<file path="src/logic/spi_bridge_pkg.sv">
/*
 * shared definitions for the avalon to spi bridge
 *   data and address widths, register map
 *   control and status bit positions, soft reset code
 *   host wait timing, block-to-block structs
 *   read select and sequencer state enums
 */
package spi_bridge_pkg;

	// bus word and register address
	typedef logic [31:0] word_t;
	typedef logic [7:0] addr_t;

	// register map
	localparam addr_t ADDR_CONTROL = 8'h00;
	localparam addr_t ADDR_STATUS = 8'h01;
	localparam addr_t ADDR_DATA_WRITE = 8'h02;
	localparam addr_t ADDR_DATA_READ = 8'h03;
	localparam addr_t ADDR_RESET = 8'h04;

	// control register bits, all self-clearing
	localparam int CTRL_WR_BIT = 0;
	localparam int CTRL_RD_BIT = 1;
	localparam int CTRL_IRQ_RESET_BIT = 2;

	// status register bits
	localparam int STAT_BUSY_WRITE_BIT = 0;
	localparam int STAT_BUSY_READ_BIT = 1;
	localparam int STAT_READ_READY_BIT = 2;

	// only this word at ADDR_RESET restarts the bridge
	localparam word_t SOFT_RESET_CODE = 32'hA5A5_A5A5;

	// wait_request high this many cycles per access
	localparam int WAIT_CYCLES = 2;
	localparam int WAIT_CNT_W = $clog2(WAIT_CYCLES + 1);
	typedef logic [WAIT_CNT_W-1:0] wait_cnt_t;

	typedef enum logic [1:0] {SEL_NONE, SEL_STATUS, SEL_DATA_READ} read_sel_t;

	// one-cycle command pulses from the host side
	typedef struct packed {
		logic start_write;
		logic start_read;
		logic irq_clear;
		logic soft_reset;
	} host_cmd_t;

	// sequencer progress toward the readback side
	typedef struct packed {
		logic busy_write;
		logic busy_read;
		logic read_done;
		word_t read_word;
	} seq_status_t;

	typedef enum logic [2:0] {IDLE, WRITE_START, WRITE_WAIT, READ_START, READ_WAIT} seq_state_t;

endpackage

</file>
<file path="src/logic/host_port.sv">
/*
 * avalon-mm host side of the bridge
 *   fixed wait_request per access
 *   address decode at the accepting edge
 *   write-data register, control and soft reset pulses
 */
`timescale 1ns/1ps

module host_port (
	input logic clk,
	input logic reset_n,
	input logic chip_select,
	input logic read,
	input logic write,
	input spi_bridge_pkg::addr_t address,
	input spi_bridge_pkg::word_t write_data,
	output logic wait_request,
	output spi_bridge_pkg::host_cmd_t host_cmd,
	output spi_bridge_pkg::read_sel_t read_sel,
	output spi_bridge_pkg::word_t data_write
);

	//////////////////////////////////////////////////
	// access timing
	//////////////////////////////////////////////////

	logic access;
	logic accept;
	spi_bridge_pkg::wait_cnt_t wait_cnt;

	// an access is any strobe under chip_select
	assign access = chip_select & (read | write);

	// third cycle of the access, wait already counted out
	assign accept = access && (wait_cnt == spi_bridge_pkg::wait_cnt_t'(spi_bridge_pkg::WAIT_CYCLES));

	// low when idle, low in the accepting cycle
	assign wait_request = access & ~accept;

	// counts waited cycles of the current access
	always_ff @(posedge clk or negedge reset_n)
	begin
		if (!reset_n)
		begin
			wait_cnt <= '0;
		end
		else if (!access || accept)
		begin
			// restart for the next access
			wait_cnt <= '0;
		end
		else
		begin
			wait_cnt <= wait_cnt + 1'b1;
		end
	end

	//////////////////////////////////////////////////
	// write decode
	//////////////////////////////////////////////////

	// command pulses, one cycle after the accepting edge
	always_ff @(posedge clk or negedge reset_n)
	begin
		if (!reset_n)
		begin
			host_cmd <= '0;
		end
		else
		begin
			// default low, so every bit self-clears
			host_cmd <= '0;
			if (accept && write)
			begin
				case (address)
					spi_bridge_pkg::ADDR_CONTROL:
					begin
						host_cmd.start_write <= write_data[spi_bridge_pkg::CTRL_WR_BIT];
						host_cmd.start_read <= write_data[spi_bridge_pkg::CTRL_RD_BIT];
						host_cmd.irq_clear <= write_data[spi_bridge_pkg::CTRL_IRQ_RESET_BIT];
					end
					spi_bridge_pkg::ADDR_RESET:
					begin
						// any other value is ignored
						host_cmd.soft_reset <= (write_data == spi_bridge_pkg::SOFT_RESET_CODE);
					end
					default:
					begin
						host_cmd <= '0;
					end
				endcase
			end
		end
	end

	// write-data register, feeds the spi engine directly
	always_ff @(posedge clk)
	begin
		if (host_cmd.soft_reset)
		begin
			data_write <= '0;
		end
		else if (accept && write && (address == spi_bridge_pkg::ADDR_DATA_WRITE))
		begin
			data_write <= write_data;
		end
	end

	//////////////////////////////////////////////////
	// read decode
	//////////////////////////////////////////////////

	// valid only in the accepting cycle
	always_comb
	begin
		read_sel = spi_bridge_pkg::SEL_NONE;
		if (accept && read && !write)
		begin
			case (address)
				spi_bridge_pkg::ADDR_STATUS:
					read_sel = spi_bridge_pkg::SEL_STATUS;
				spi_bridge_pkg::ADDR_DATA_READ:
					read_sel = spi_bridge_pkg::SEL_DATA_READ;
				default:
					read_sel = spi_bridge_pkg::SEL_NONE;
			endcase
		end
	end

endmodule

</file>
<file path="src/logic/transfer_sequencer.sv">
/*
 * spi transfer sequencing
 *   state machine over write and read transfers
 *   single-cycle go_transfer
 *   falling edge detect on data_pack_ready, read capture
 */
`timescale 1ns/1ps

module transfer_sequencer (
	input logic clk,
	input logic reset_n,
	input spi_bridge_pkg::host_cmd_t host_cmd,
	input spi_bridge_pkg::word_t data_write,
	input logic data_pack_ready,
	input spi_bridge_pkg::word_t data_read_from_spi,
	output logic go_transfer,
	output spi_bridge_pkg::word_t data_write_to_spi,
	output spi_bridge_pkg::seq_status_t seq_status
);

	spi_bridge_pkg::seq_state_t state;
	spi_bridge_pkg::seq_state_t state_next;

	logic pack_q;
	logic pack_fall;
	logic read_done;
	spi_bridge_pkg::word_t read_word;

	//////////////////////////////////////////////////
	// completion detect
	//////////////////////////////////////////////////

	// sampled high, then sampled low
	// pack_fall is high one cycle after the low sample
	always_ff @(posedge clk or negedge reset_n)
	begin
		if (!reset_n)
		begin
			pack_q <= 1'b0;
			pack_fall <= 1'b0;
		end
		else
		begin
			pack_q <= data_pack_ready;
			pack_fall <= pack_q & ~data_pack_ready;
		end
	end

	//////////////////////////////////////////////////
	// state machine
	//////////////////////////////////////////////////

	always_comb
	begin
		state_next = state;
		case (state)
			spi_bridge_pkg::IDLE:
			begin
				// write wins if both bits come together
				if (host_cmd.start_write)
					state_next = spi_bridge_pkg::WRITE_START;
				else if (host_cmd.start_read)
					state_next = spi_bridge_pkg::READ_START;
			end
			spi_bridge_pkg::WRITE_START:
				state_next = spi_bridge_pkg::WRITE_WAIT;
			spi_bridge_pkg::WRITE_WAIT:
			begin
				if (pack_fall)
					state_next = spi_bridge_pkg::IDLE;
			end
			spi_bridge_pkg::READ_START:
				state_next = spi_bridge_pkg::READ_WAIT;
			spi_bridge_pkg::READ_WAIT:
			begin
				if (pack_fall)
					state_next = spi_bridge_pkg::IDLE;
			end
			default:
				state_next = spi_bridge_pkg::IDLE;
		endcase

		// soft reset aborts any transfer
		if (host_cmd.soft_reset)
			state_next = spi_bridge_pkg::IDLE;
	end

	always_ff @(posedge clk or negedge reset_n)
	begin
		if (!reset_n)
		begin
			state <= spi_bridge_pkg::IDLE;
		end
		else
		begin
			state <= state_next;
		end
	end

	//////////////////////////////////////////////////
	// read completion and capture
	//////////////////////////////////////////////////

	// pulse together with the return to IDLE
	always_ff @(posedge clk or negedge reset_n)
	begin
		if (!reset_n)
		begin
			read_done <= 1'b0;
		end
		else
		begin
			read_done <= (state == spi_bridge_pkg::READ_WAIT) & pack_fall & ~host_cmd.soft_reset;
		end
	end

	// engine holds its word stable after the falling edge
	always_ff @(posedge clk)
	begin
		if ((state == spi_bridge_pkg::READ_WAIT) && pack_fall)
		begin
			read_word <= data_read_from_spi;
		end
	end

	//////////////////////////////////////////////////
	// outputs
	//////////////////////////////////////////////////

	// one cycle, from either start state
	assign go_transfer = (state == spi_bridge_pkg::WRITE_START)
		|| (state == spi_bridge_pkg::READ_START);

	// the write-data register is already in place at go_transfer
	assign data_write_to_spi = data_write;

	// busy from go_transfer until back in IDLE
	assign seq_status.busy_write = (state == spi_bridge_pkg::WRITE_START)
		|| (state == spi_bridge_pkg::WRITE_WAIT);
	assign seq_status.busy_read = (state == spi_bridge_pkg::READ_START)
		|| (state == spi_bridge_pkg::READ_WAIT);
	assign seq_status.read_done = read_done;
	assign seq_status.read_word = read_word;

endmodule

</file>
<file path="src/logic/status_readback.sv">
/*
 * host readback path
 *   read-ready flag and irq
 *   last captured spi word
 *   status word and read-data mux
 */
`timescale 1ns/1ps

module status_readback (
	input logic clk,
	input logic reset_n,
	input spi_bridge_pkg::host_cmd_t host_cmd,
	input spi_bridge_pkg::read_sel_t read_sel,
	input spi_bridge_pkg::seq_status_t seq_status,
	output spi_bridge_pkg::word_t read_data,
	output logic irq
);

	logic read_ready;
	spi_bridge_pkg::word_t data_read;
	spi_bridge_pkg::word_t status_word;

	// set after read_done, cleared by irq_clear or soft reset
	always_ff @(posedge clk or negedge reset_n)
	begin
		if (!reset_n)
		begin
			read_ready <= 1'b0;
		end
		else if (host_cmd.soft_reset)
		begin
			read_ready <= 1'b0;
		end
		else if (seq_status.read_done)
		begin
			read_ready <= 1'b1;
		end
		else if (host_cmd.irq_clear)
		begin
			read_ready <= 1'b0;
		end
	end

	// irq follows the read-ready flag
	assign irq = read_ready;

	// captured word, kept over irq_clear
	always_ff @(posedge clk)
	begin
		if (host_cmd.soft_reset)
			data_read <= '0;
		else if (seq_status.read_done)
			data_read <= seq_status.read_word;
	end

	// status register image
	always_comb
	begin
		status_word = '0;
		status_word[spi_bridge_pkg::STAT_BUSY_WRITE_BIT] = seq_status.busy_write;
		status_word[spi_bridge_pkg::STAT_BUSY_READ_BIT] = seq_status.busy_read;
		status_word[spi_bridge_pkg::STAT_READ_READY_BIT] = read_ready;
	end

	// zero for unmapped reads and outside the accepting cycle
	always_comb
	begin
		case (read_sel)
			spi_bridge_pkg::SEL_STATUS:
				read_data = status_word;
			spi_bridge_pkg::SEL_DATA_READ:
				read_data = data_read;
			default:
				read_data = '0;
		endcase
	end

endmodule

</file>
<file path="src/logic/spi_bridge_top.sv">
/*
 * avalon-mm to spi bridge top level
 *   host port, transfer sequencer, status readback
 */
`timescale 1ns/1ps

module spi_bridge_top (
	input logic clk,
	input logic reset_n,

	// avalon-mm slave
	input logic chip_select,
	input spi_bridge_pkg::addr_t address,
	input logic read,
	input logic write,
	input spi_bridge_pkg::word_t write_data,
	output spi_bridge_pkg::word_t read_data,
	output logic wait_request,
	output logic irq,

	// spi engine
	input logic data_pack_ready,
	input spi_bridge_pkg::word_t data_read_from_spi,
	output logic go_transfer,
	output spi_bridge_pkg::word_t data_write_to_spi
);

	spi_bridge_pkg::host_cmd_t host_cmd;
	spi_bridge_pkg::read_sel_t read_sel;
	spi_bridge_pkg::word_t data_write;
	spi_bridge_pkg::seq_status_t seq_status;

	// access timing and register decode
	host_port host_port_i (
		.clk (clk),
		.reset_n (reset_n),
		.chip_select (chip_select),
		.read (read),
		.write (write),
		.address (address),
		.write_data (write_data),
		.wait_request (wait_request),
		.host_cmd (host_cmd),
		.read_sel (read_sel),
		.data_write (data_write)
	);

	// spi transfers
	transfer_sequencer transfer_sequencer_i (
		.clk (clk),
		.reset_n (reset_n),
		.host_cmd (host_cmd),
		.data_write (data_write),
		.data_pack_ready (data_pack_ready),
		.data_read_from_spi (data_read_from_spi),
		.go_transfer (go_transfer),
		.data_write_to_spi (data_write_to_spi),
		.seq_status (seq_status)
	);

	// status, captured word, irq
	status_readback status_readback_i (
		.clk (clk),
		.reset_n (reset_n),
		.host_cmd (host_cmd),
		.read_sel (read_sel),
		.seq_status (seq_status),
		.read_data (read_data),
		.irq (irq)
	);

endmodule

</file>
<file path="config.mk">
export PLATFORM = sky130hd
export DESIGN_NAME = spi_bridge_top
export DESIGN_NICKNAME = d
export VERILOG_FILES = /design/src/logic/spi_bridge_pkg.sv /design/src/logic/host_port.sv /design/src/logic/transfer_sequencer.sv /design/src/logic/status_readback.sv /design/src/logic/spi_bridge_top.sv
export SDC_FILE = /design/constraint.sdc
export NUM_CORES = 1
export LEC_CHECK = 0
export BUFFER_PORTS_ARGS = -buffer_cell sky130_fd_sc_hd__buf_2
export CORE_MARGIN = 10
export CORE_UTILIZATION = 45
export CTS_BUF_LIST = sky130_fd_sc_hd__clkbuf_4
export DETAILED_ROUTE_END_ITERATION = 8
export GPL_TIMING_DRIVEN = 0
export PLACE_DENSITY = 0.76
export REMOVE_ABC_BUFFERS = 1
export SYNTH_ARGS = -nofsm -noshare
export SYNTH_HDL_FRONTEND = slang
export SYNTH_SLANG_ARGS = --single-unit
export TNS_END_PERCENT = 1
</file>
<file path="constraint.sdc">
create_clock -name clk -period 2.74 [get_ports clk]
set_input_delay 0.548 -clock clk [delete_from_list [all_inputs] [get_ports clk]]
set_output_delay 0.548 -clock clk [all_outputs]
set_load 0.005 [all_outputs]
</file>
==> results_dict.tcl, run 1 <==
set metrics [dict create \
    hpwlAfterDp_um 7405 \
    pwr-share-seq_pct 67.2 \
    ant_nets 0 \
    grt_util_met2_pct 22.66 \
    setup_viol 32 \
    peakVddDrop_v 0.0002386 \
    cts_tree "done" \
    synthFlopType "dfxtp_1" \
    hp-class "in -> reg" \
    combPwrFrac_pct 4.5 \
    fp.coreArea_um2 9729 \
    rsz0062_at_grt "true" \
    power_density_nw_per_um2 439.1 \
    synth_area_um2 4463 \
    die_w_um 119.6 \
    antenna_cells 0 \
    leakagePower_nw 2.431 \
    cap_violations 0 \
    worstPathArrival_ps 2550 \
    fin_crit_sh_pct 113.2 \
    synth_top_cell_area_share_pct 28.71 \
    gp_congestion 0.7287 \
    htree_levels 3 \
    final_cells 666 \
    initial_utilization_pct 45.87 \
    synthCells 384 \
    ys_warn_count 0 \
    async_reset_ff_share_pct 11.93 \
    grt_max_degree 66 \
    worst_slack_ps -361.9 \
    end_kind "output pin" \
    overflow 0 \
    syn_area_per_cell_um2 11.62 \
    dpl.cell_count 644 \
    cp_common_cell "or4_4" \
    ff2ff_path_depth 7 \
    layout-drive-gt1-share_pct 36.77 \
    power_frac_clock_pct 28.3 \
    drc 0 \
    boundaryPins 145 \
    reg2reg_from "host_port_i.wait_cnt[0]" \
    mostFrequentLayoutCells "buf_2 (130), nand2b_1 (66), mux2i_1 (64), dfxtp_1 (64), nor2_1 (40)" \
    cp_num_buf_inv 3 \
    numCtsBuffers 9 \
    failed_checks "setup timing" \
    synth_area_leaders "dfxtp_1 (29%), edfxtp_1 (22%), mux2i_1 (14%)" \
    slowest_delay_ps 580 \
    worstMarginPinSlew_ps 931.4 \
    hp-start "data_pack_ready" \
    cts_max_path_buffers 2 \
    total_power_w 0.002484 \
    max_freq_mhz 322.4 \
    synth_top_area_cell "dfxtp_1" \
    drv_slew 0 \
    cp_top_family "simple AND/OR/NAND/NOR gates" \
    grt_pass1_wl_um 16970 \
    status "finished, violations left" \
    drtPass1Iterations 6 \
    reg2reg_setup_slack_ps 400 \
    start_kind "primary input" \
    cts_root_buf "clkbuf_4" \
    switching_share_pct 22.69 \
    use_met3_pct 6.282 \
    nets 609 \
    clock_sinks 109 \
    period_needed_ps 3102 \
    num_rows 36 \
    layout_commonest_cell "buf_2" \
    max_slew_margin_pct 37.44 \
    hold_viol 0 \
    area_growth_pct 26.77 \
    grt_pass1_vias 3330 \
    cp.depth 8 \
    antenna_found_initial 0 \
    crit_fanout 16 \
    finClkSkew_ps 21.11 \
    synth_cell_types 35 \
    worstSkewPairLatency_ps 430 \
    worstHoldEndpoint "transfer_sequencer_i.pack_q" \
    die_y_um 119.6 \
    grt_use_met1_pct 17.77 \
    ys_ff_latch 109 \
    wl_per_cell_um 15.83 \
    grt-busiest-layer "met2" \
    wl_um 10540 \
    crit_slowest_cell "or4_4" \
    drt-initial-drc-count 176 \
    yosysSeqAreaShare_pct 57.53 \
    holdPathStages 1 \
    clk_pin_slew_ps 160 \
    critical_path_class "in -> out" \
    fin_util_pct 58.15 \
    routed_via_density 4.719 \
    portBuffers 144 \
    synth_edf_count 32 \
    worstPathRequired_ps 2190 \
    vias 3143 \
    internal_power_w 0.001920 \
    gr-usage-all-layers_pct 14.36 \
    path_cells "buf_6 -> or4_4 -> or4_4 -> nand2b_4 -> ha_4 -> buf_12 -> and2_1 -> buf_2" \
    switching_power_w 0.0005638 \
    die_area_um2 14300 \
    rr_endpoint "host_port_i.data_write[1]" \
]
==> power groups by stage <==
stage / registers [W] / logic, W / clock network [W]
after CTS: 0.00167 / 0.000109 / 0.000745
after global routing: 0.00167 / 0.000125 / 0.000822
after detailed placement: 0.00170 / 0.000106 / 0
after global placement: 0.00170 / 0.000102 / 0
after floorplan: 0.00170 / 0.0000301 / 0
final: 0.00167 / 0.000111 / 0.000703
==> routing by layer <==
metal,wire length [µm],share of wire (%)
met1,4742,45
met2,4815,46
met3,895,8.5
met4,89,0.84
met5,0,0
==> registers in the layout (all words and copies together), names as in the netlist <==
register and cells:
host_port_i.data_write 32, host_port_i.host_cmd 4, host_port_i.wait_cnt 2, status_readback_i.data_read 32, status_readback_i.irq 1, transfer_sequencer_i.pack_fall 1
transfer_sequencer_i.pack_q 1, transfer_sequencer_i.read_done 1, transfer_sequencer_i.read_word 32, transfer_sequencer_i.state 3
==> what timing repair did <==
item,in CTS,in global routing
hold endpoints to repair,13,0
hold buffers,1,0
cloned,0,0
setup buffers,4,1
pin swaps,16,8
gates resized for setup,13,26
endpoints found under the setup margin,32,32
==> worst max-delay path by stage <==
stage,start,endpoint
floorplan,address[5],host_port_i.data_write[0]
global placement,address[5],read_data[2]
detailed placement,address[5],read_data[2]
CTS,address[5],read_data[2]
global route,host_port_i.wait_cnt[0],read_data[1]
finish,address[5],read_data[14]
==> stage by stage <==
step / setup TNS (ps) / hold slack [ps] / setup slack, ps / cell area (µm²)
finish: -10720 / 228.8 / -361.9 / 5658
global placement: -54150 / 416.8 / -948.2 / 5246
detailed placement: -28720 / 424.7 / -978.2 / 5316
floorplan: -14960 / 252.4 / -265.8 / 4359
CTS: -9927 / 182.2 / -349.2 / 5539
global route: -12410 / 175.9 / -435.3 / 5658
==> synthesized netlist by cell type (all sizes together) (3+ instances only) <==
| library cell | instances |
|---|---|
| inv | 7 |
| clkbuf | 15 |
| mux2i | 64 |
| ha | 3 |
| nor4 | 5 |
| edfxtp | 32 |
| and2 | 33 |
| dfrtp | 13 |
| nand4b | 5 |
| a21oi | 4 |
| nor2 | 41 |
| nand2b | 67 |
| buf | 6 |
| nor2b | 3 |
| dfxtp | 64 |
==> layout make-up <==
type                    count  area (µm²)
repair buffers            154       938.4
clock buffers               9       67.56
clock inverters             7       50.05
well taps                 133       166.4
flip-flops and latches    109        2570
fillers                   881        4071
inverters                   7       26.28
multi-input cells         247        1839
==> cells by family after synthesis <==
kind of cell,count (synthesis),synth area share (%)
buffers and inverters,28,2.916
xor gates and xnor gates,1,0.1963
adders and majority gates,3,0.8411
AOI/OAI and AO/OA,9,1.262
DFF,109,57.53
and+or+nand+nor,170,22.90
muxes,64,14.35
No activity file was read; power rests on OpenSTA's default activity.
==> inputs of run 2 (changes only) <==
--- a/config.mk
+++ b/config.mk
@@ -11,6 +11,7 @@
 export CTS_BUF_LIST = sky130_fd_sc_hd__clkbuf_4
 export DETAILED_ROUTE_END_ITERATION = 8
 export GPL_TIMING_DRIVEN = 0
+export MAX_ROUTING_LAYER = met4
 export PLACE_DENSITY = 0.76
 export REMOVE_ABC_BUFFERS = 1
 export SYNTH_ARGS = -nofsm -noshare
==> run 2 against run 1 <==
Effect of this change:
- the flow still finishes with violations (setup timing)
- final area did not move
- clock power down 0.6%
- first-iteration DRC count down 7.4%
- setup slack worse by 3.6 ps
- register-to-register slack barely moved
- sequential share of layout area stayed put
- combinational power about the same
==> results_dict.tcl, run 2 (same netlist as run 1, synthesis figures left out) <==
set metrics [dict create \
    die_w_um 119.6 \
    peakVddDrop_v 0.0002402 \
    power_frac_clock_pct 28.2 \
    num_rows 36 \
    crit_fanout 16 \
    grt_pass1_vias 3358 \
    holdWs_ps 228.1 \
    drv_slew 0 \
    antenna_cells 0 \
    start_kind "primary input" \
    area_growth_pct 26.77 \
    wl_um 10530 \
    cts_max_path_buffers 2 \
    cts_tree "done" \
    finClkSkew_ps 19.92 \
    worstMarginPinSlew_ps 931.4 \
    initial_utilization_pct 45.87 \
    cts_root_buf "clkbuf_4" \
    nets 609 \
    status "finished, violations left" \
    numCtsBuffers 9 \
    grt_pass1_wl_um 16860 \
    leakagePower_nw 2.431 \
    gr-usage-all-layers_pct 14.76 \
    worstSkewPairLatency_ps 430 \
    crit_slowest_cell "or4_4" \
    max_freq_mhz 322.0 \
    switching_share_pct 22.55 \
    clock_sinks 109 \
    die_y_um 119.6 \
    layout-drive-gt1-share_pct 36.77 \
    drt-initial-drc-count 163 \
    worst_slack_ps -365.5 \
    worstPathRequired_ps 2190 \
    slowest_delay_ps 580 \
    vias 3125 \
    hp-class "in -> reg" \
    routed_via_density 4.692 \
    path_cells "buf_6 -> or4_4 -> or4_4 -> nand2b_4 -> ha_4 -> buf_12 -> and2_1 -> buf_2" \
    layout_commonest_cell "buf_2" \
    max_slew_margin_pct 37.44 \
    overflow 0 \
    fin_crit_sh_pct 113.3 \
    failed_checks "setup timing" \
    n_fill_cell 881 \
    drc 0 \
    internal_power_w 0.001920 \
    power_density_nw_per_um2 438.3 \
    pre_cts_ws_ps -978.2 \
    wl_per_cell_um 15.81 \
    pwr-share-seq_pct 67.4 \
    fin_area_um2 5658 \
    mostFrequentLayoutCells "buf_2 (130), nand2b_1 (66), mux2i_1 (64), dfxtp_1 (64), nor2_1 (40)" \
    htree_levels 3 \
    dpl.cell_count 644 \
    switching_power_w 0.0005593 \
    fp.coreArea_um2 9729 \
    rsz0062_at_grt "true" \
    critical_path_class "in -> out" \
    boundaryPins 145 \
    hold_viol 0 \
    combPwrFrac_pct 4.5 \
    cap_violations 0 \
    drtPass1Iterations 4 \
    place_area_um2 5316 \
    portBuffers 144 \
    end_kind "output pin" \
    cp_common_cell "or4_4" \
    reg_top3 "host_port_i.data_write: 32 flops, status_readback_i.data_read: 32 flops, transfer_sequencer_i.read_word: 32 flops" \
    tns_ps -10780 \
    worstPathArrival_ps 2560 \
    period_needed_ps 3106 \
    final_cells 666 \
    antenna_found_initial 0 \
    die_area_um2 14300 \
    clk_pin_slew_ps 160 \
    gp_congestion 0.7374 \
    hpwlAfterDp_um 7405 \
    setup_viol 32 \
    ant_nets 0 \
    grt_max_degree 66 \
]
## run 2: layout make-up
class	count	area (µm²)	area share, %
sequential	109	2570	45.42
multi-input combinational	247	1839	32.51
timing repair buffer	154	938.4	16.59
tap	133	166.4	2.941
clock buffer	9	67.56	1.194
clock inverter	7	50.05	0.8846
inverter	7	26.28	0.4644
## run 2: worst max-delay path, delay by kind of cell
family,cells,cell delay (ps)
buf+inv,3,360
fa+ha+maj,1,190
simple gates,4,1450
## run 2: repair_timing
item	4_1_cts	5_1_grt
gates resized for setup	13	26
endpoints found under the setup margin	32	32
hold buffers	1	0
pin swaps	16	8
buffers inserted	4	1
hold endpoints to repair	13	0
## run 2: path summary, 6_finish.rpt
| check | depth (start not counted) | to | slack, ps | start |
|---|---|---|---|---|
| min in group asynchronous | 2 | transfer_sequencer_i.pack_fall | 510 | reset_n |
| max | 8 | read_data[14] | -370 | address[5] |
| min | 1 | transfer_sequencer_i.pack_q | 230 | data_pack_ready |
| max reg2reg | 7 | host_port_i.data_write[1] | 400 | host_port_i.wait_cnt[0] |
| min reg2reg | 2 | host_port_i.data_write[9] | 480 | host_port_i.data_write[9] |
| max in group asynchronous | 2 | transfer_sequencer_i.read_done | 1970 | reset_n |
## run 2: layer usage
layer  vias to the layer above  wire length [µm]  GRT usage, %  share of wire, %
met4                         0                82         3.318              0.78
li1                       1579                 -             -                 -
met1                      1425              5057         18.69                48
met5                         -                 0             -                 0
met3                         7               570         4.548               5.4
met2                       114              4817         22.76                46
## run 2: power by group through the flow
stage / combinational (W) / clock (W) / sequential [W]
2_1_floorplan: 0.0000301 / 0 / 0.00170
3_3_place_gp: 0.000102 / 0 / 0.00170
3_5_place_dp: 0.000106 / 0 / 0.00170
4_1_cts: 0.000109 / 0.000745 / 0.00167
5_1_grt: 0.000125 / 0.000819 / 0.00167
6_report: 0.000111 / 0.000699 / 0.00167
## run 2: metrics by stage
step                      utilization [%]  total power (W)
after detailed placement            54.64         0.001811
after global placement              53.92         0.001806
after global routing                58.15         0.002616
after floorplan                         -         0.001734
final                               58.15         0.002480
after CTS                           56.93         0.002525
==> inputs of run 3 (changes only) <==
--- a/config.mk
+++ b/config.mk
@@ -6,6 +6,7 @@
 export NUM_CORES = 1
 export LEC_CHECK = 0
 export BUFFER_PORTS_ARGS = -buffer_cell sky130_fd_sc_hd__buf_2
+export CORE_ASPECT_RATIO = 1.25
 export CORE_MARGIN = 10
 export CORE_UTILIZATION = 45
 export CTS_BUF_LIST = sky130_fd_sc_hd__clkbuf_4
==> run 3 against run 2 <==
Effect of this change:
- the run still ends with setup timing left
- clock skew down 11 ps
- final cell count down 0.90%
- non-clock buffer count up 1
- worst hold slack worse by 22 ps
- global-route usage up 0.58 points
- clock power down 2%
==> results_dict.tcl, run 3 (same netlist as run 1, synthesis figures left out) <==
set metrics [dict create \
    status "finished, violations left" \
    failed_checks "setup timing" \
    slowest_delay_ps 540 \
    end_kind "output pin" \
    overflow 0 \
    crit_slowest_cell "or4_4" \
    rr_endpoint "host_port_i.data_write[9]" \
    worstHoldEndpoint "transfer_sequencer_i.pack_q" \
    grt_pass1_vias 3403 \
    worstSkewPairLatency_ps 450 \
    worstMarginPinSlew_ps 814.2 \
    worst_slack_ps -309.0 \
    path_cells "buf_6 -> or4_4 -> or4_4 -> nand2b_4 -> ha_4 -> buf_12 -> a22oi_2 -> nor2_1 -> buf_2" \
    grt_max_degree 60 \
    ant_nets 0 \
    worstPathRequired_ps 2190 \
    initial_utilization_pct 46.20 \
    start_kind "primary input" \
    layout_commonest_cell "buf_2" \
    numCtsBuffers 9 \
    crit_fanout 16 \
    grt_pass1_wl_um 17130 \
    cap_violations 0 \
    die_area_um2 14330 \
    wl_per_cell_um 16.11 \
    finClkSkew_ps 9.333 \
    cp_common_cell "or4_4" \
    power_density_nw_per_um2 445.9 \
    place_area_um2 5315 \
    period_needed_ps 3049 \
    setup_viol 32 \
    layout-drive-gt1-share_pct 34.64 \
    cts_root_buf "clkbuf_4" \
    antenna_cells 0 \
    antenna_found_initial 0 \
    drtPass1Iterations 4 \
    die_w_um 109.1 \
    portBuffers 144 \
    reg2reg_setup_slack_ps 630 \
    reg_top3 "host_port_i.data_write: 32 flops, status_readback_i.data_read: 32 flops, transfer_sequencer_i.read_word: 32 flops" \
    drv_slew 0 \
    fp.coreArea_um2 9659 \
    hold_viol 0 \
    cts_tree "done" \
    vias 3204 \
    leakagePower_nw 2.416 \
    cp_num_buf_inv 3 \
    fin_area_um2 5538 \
    hpwlAfterDp_um 7780 \
    clock_sinks 109 \
    worstPathArrival_ps 2500 \
    cts_max_path_buffers 2 \
    holdWs_ps 205.8 \
    critical_path_class "in -> out" \
    drt-initial-drc-count 79 \
    hp-start "data_pack_ready" \
    peakVddDrop_v 0.0002080 \
    fin_crit_sh_pct 111.3 \
    max_slew_margin_pct 45.72 \
    mostFrequentLayoutCells "buf_2 (142), nand2b_1 (66), mux2i_1 (64), dfxtp_1 (64), nor2_1 (40)" \
    htree_levels 3 \
    wl_um 10630 \
    ff2ff_path_depth 7 \
    gr-usage-all-layers_pct 15.34 \
    hp-class "in -> reg" \
    num_rows 40 \
    routed_via_density 4.855 \
    rsz0062_at_grt "true" \
    pre_cts_ws_ps -902.8 \
    holdPathStages 1 \
    fin_util_pct 57.33 \
    max_freq_mhz 328.0 \
    reg2reg_from "host_port_i.wait_cnt[0]" \
    boundaryPins 145 \
    cp_top_family "simple AND/OR/NAND/NOR gates" \
    die_y_um 131.3 \
    area_growth_pct 24.08 \
    nets 610 \
    clk_pin_slew_ps 160 \
    drc 0 \
    gp_congestion 0.7963 \
]
==> run 3: cell types whose count changed in the layout (fill, tap and decap cells not counted), sizes merged <==
cell | previous run | this run
clkbuf | 9 | 10
inv | 9 | 8
clkinv | 4 | 5
clkinvlp | 1 | 0
buf | 153 | 154
==> run 3: metal layers <==
| metal | GRT usage, % | up-vias | routed length (µm) |
|---|---|---|---|
| met2 | 23.59 | 120 | 4816 |
| met4 | 6.461 | 0 | 204 |
| met5 | - | - | 0 |
| li1 | - | 1580 | - |
| met3 | 5.235 | 14 | 963 |
| met1 | 17.74 | 1490 | 4647 |
==> run 3: how the worst max path moves through the flow <==
stage                                       start                        end  slack (ps)  cells after the start
after floorplan                        address[5]  host_port_i.data_write[0]        -270                      3
after global placement                 address[5]               read_data[2]        -910                      8
after detailed placement               address[5]               read_data[2]        -900                      8
after CTS                              address[6]               read_data[2]        -340                      9
after global routing      host_port_i.wait_cnt[0]               read_data[0]        -410                     10
final                                  address[6]               read_data[2]        -310                      9
==> run 3: timing repair <==
action / 4_1_cts / 5_1_grt
endpoints found under the hold margin: 13 / 0
setup endpoints to repair: 32 / 32
pin swaps: 4 / 3
gates resized for setup: 8 / 4
hold buffers: 1 / 0
setup buffers: 3 / 2
==> run 3: cell type report <==
cell class / count / area, µm²
multi-input cells: 247 / 1807
clock buffers: 10 / 75.07
clock inverters: 6 / 31.28
fillers: 858 / 4121
flip-flops and latches: 109 / 2570
well taps: 126 / 157.7
repair buffers: 155 / 870.8
inverters: 7 / 26.28
==> run 3: power breakdown <==
group	switching [W]	internal [W]	leakage, nW
Combinational	0.0000495	0.0000635	1.37
Sequential	0.00000303	0.00167	0.978
Clock	0.000496	0.000190	0.0677
==> run 3: through the flow <==
stage / setup TNS (ps) / cells / total power [W]
after floorplan: -14960 / 363 / 0.001734
final: -9373 / 660 / 0.002469
after detailed placement: -26840 / 638 / 0.001810
after global routing: -12070 / 660 / 0.002578
after global placement: -54620 / 633 / 0.001806
after CTS: -10380 / 658 / 0.002502
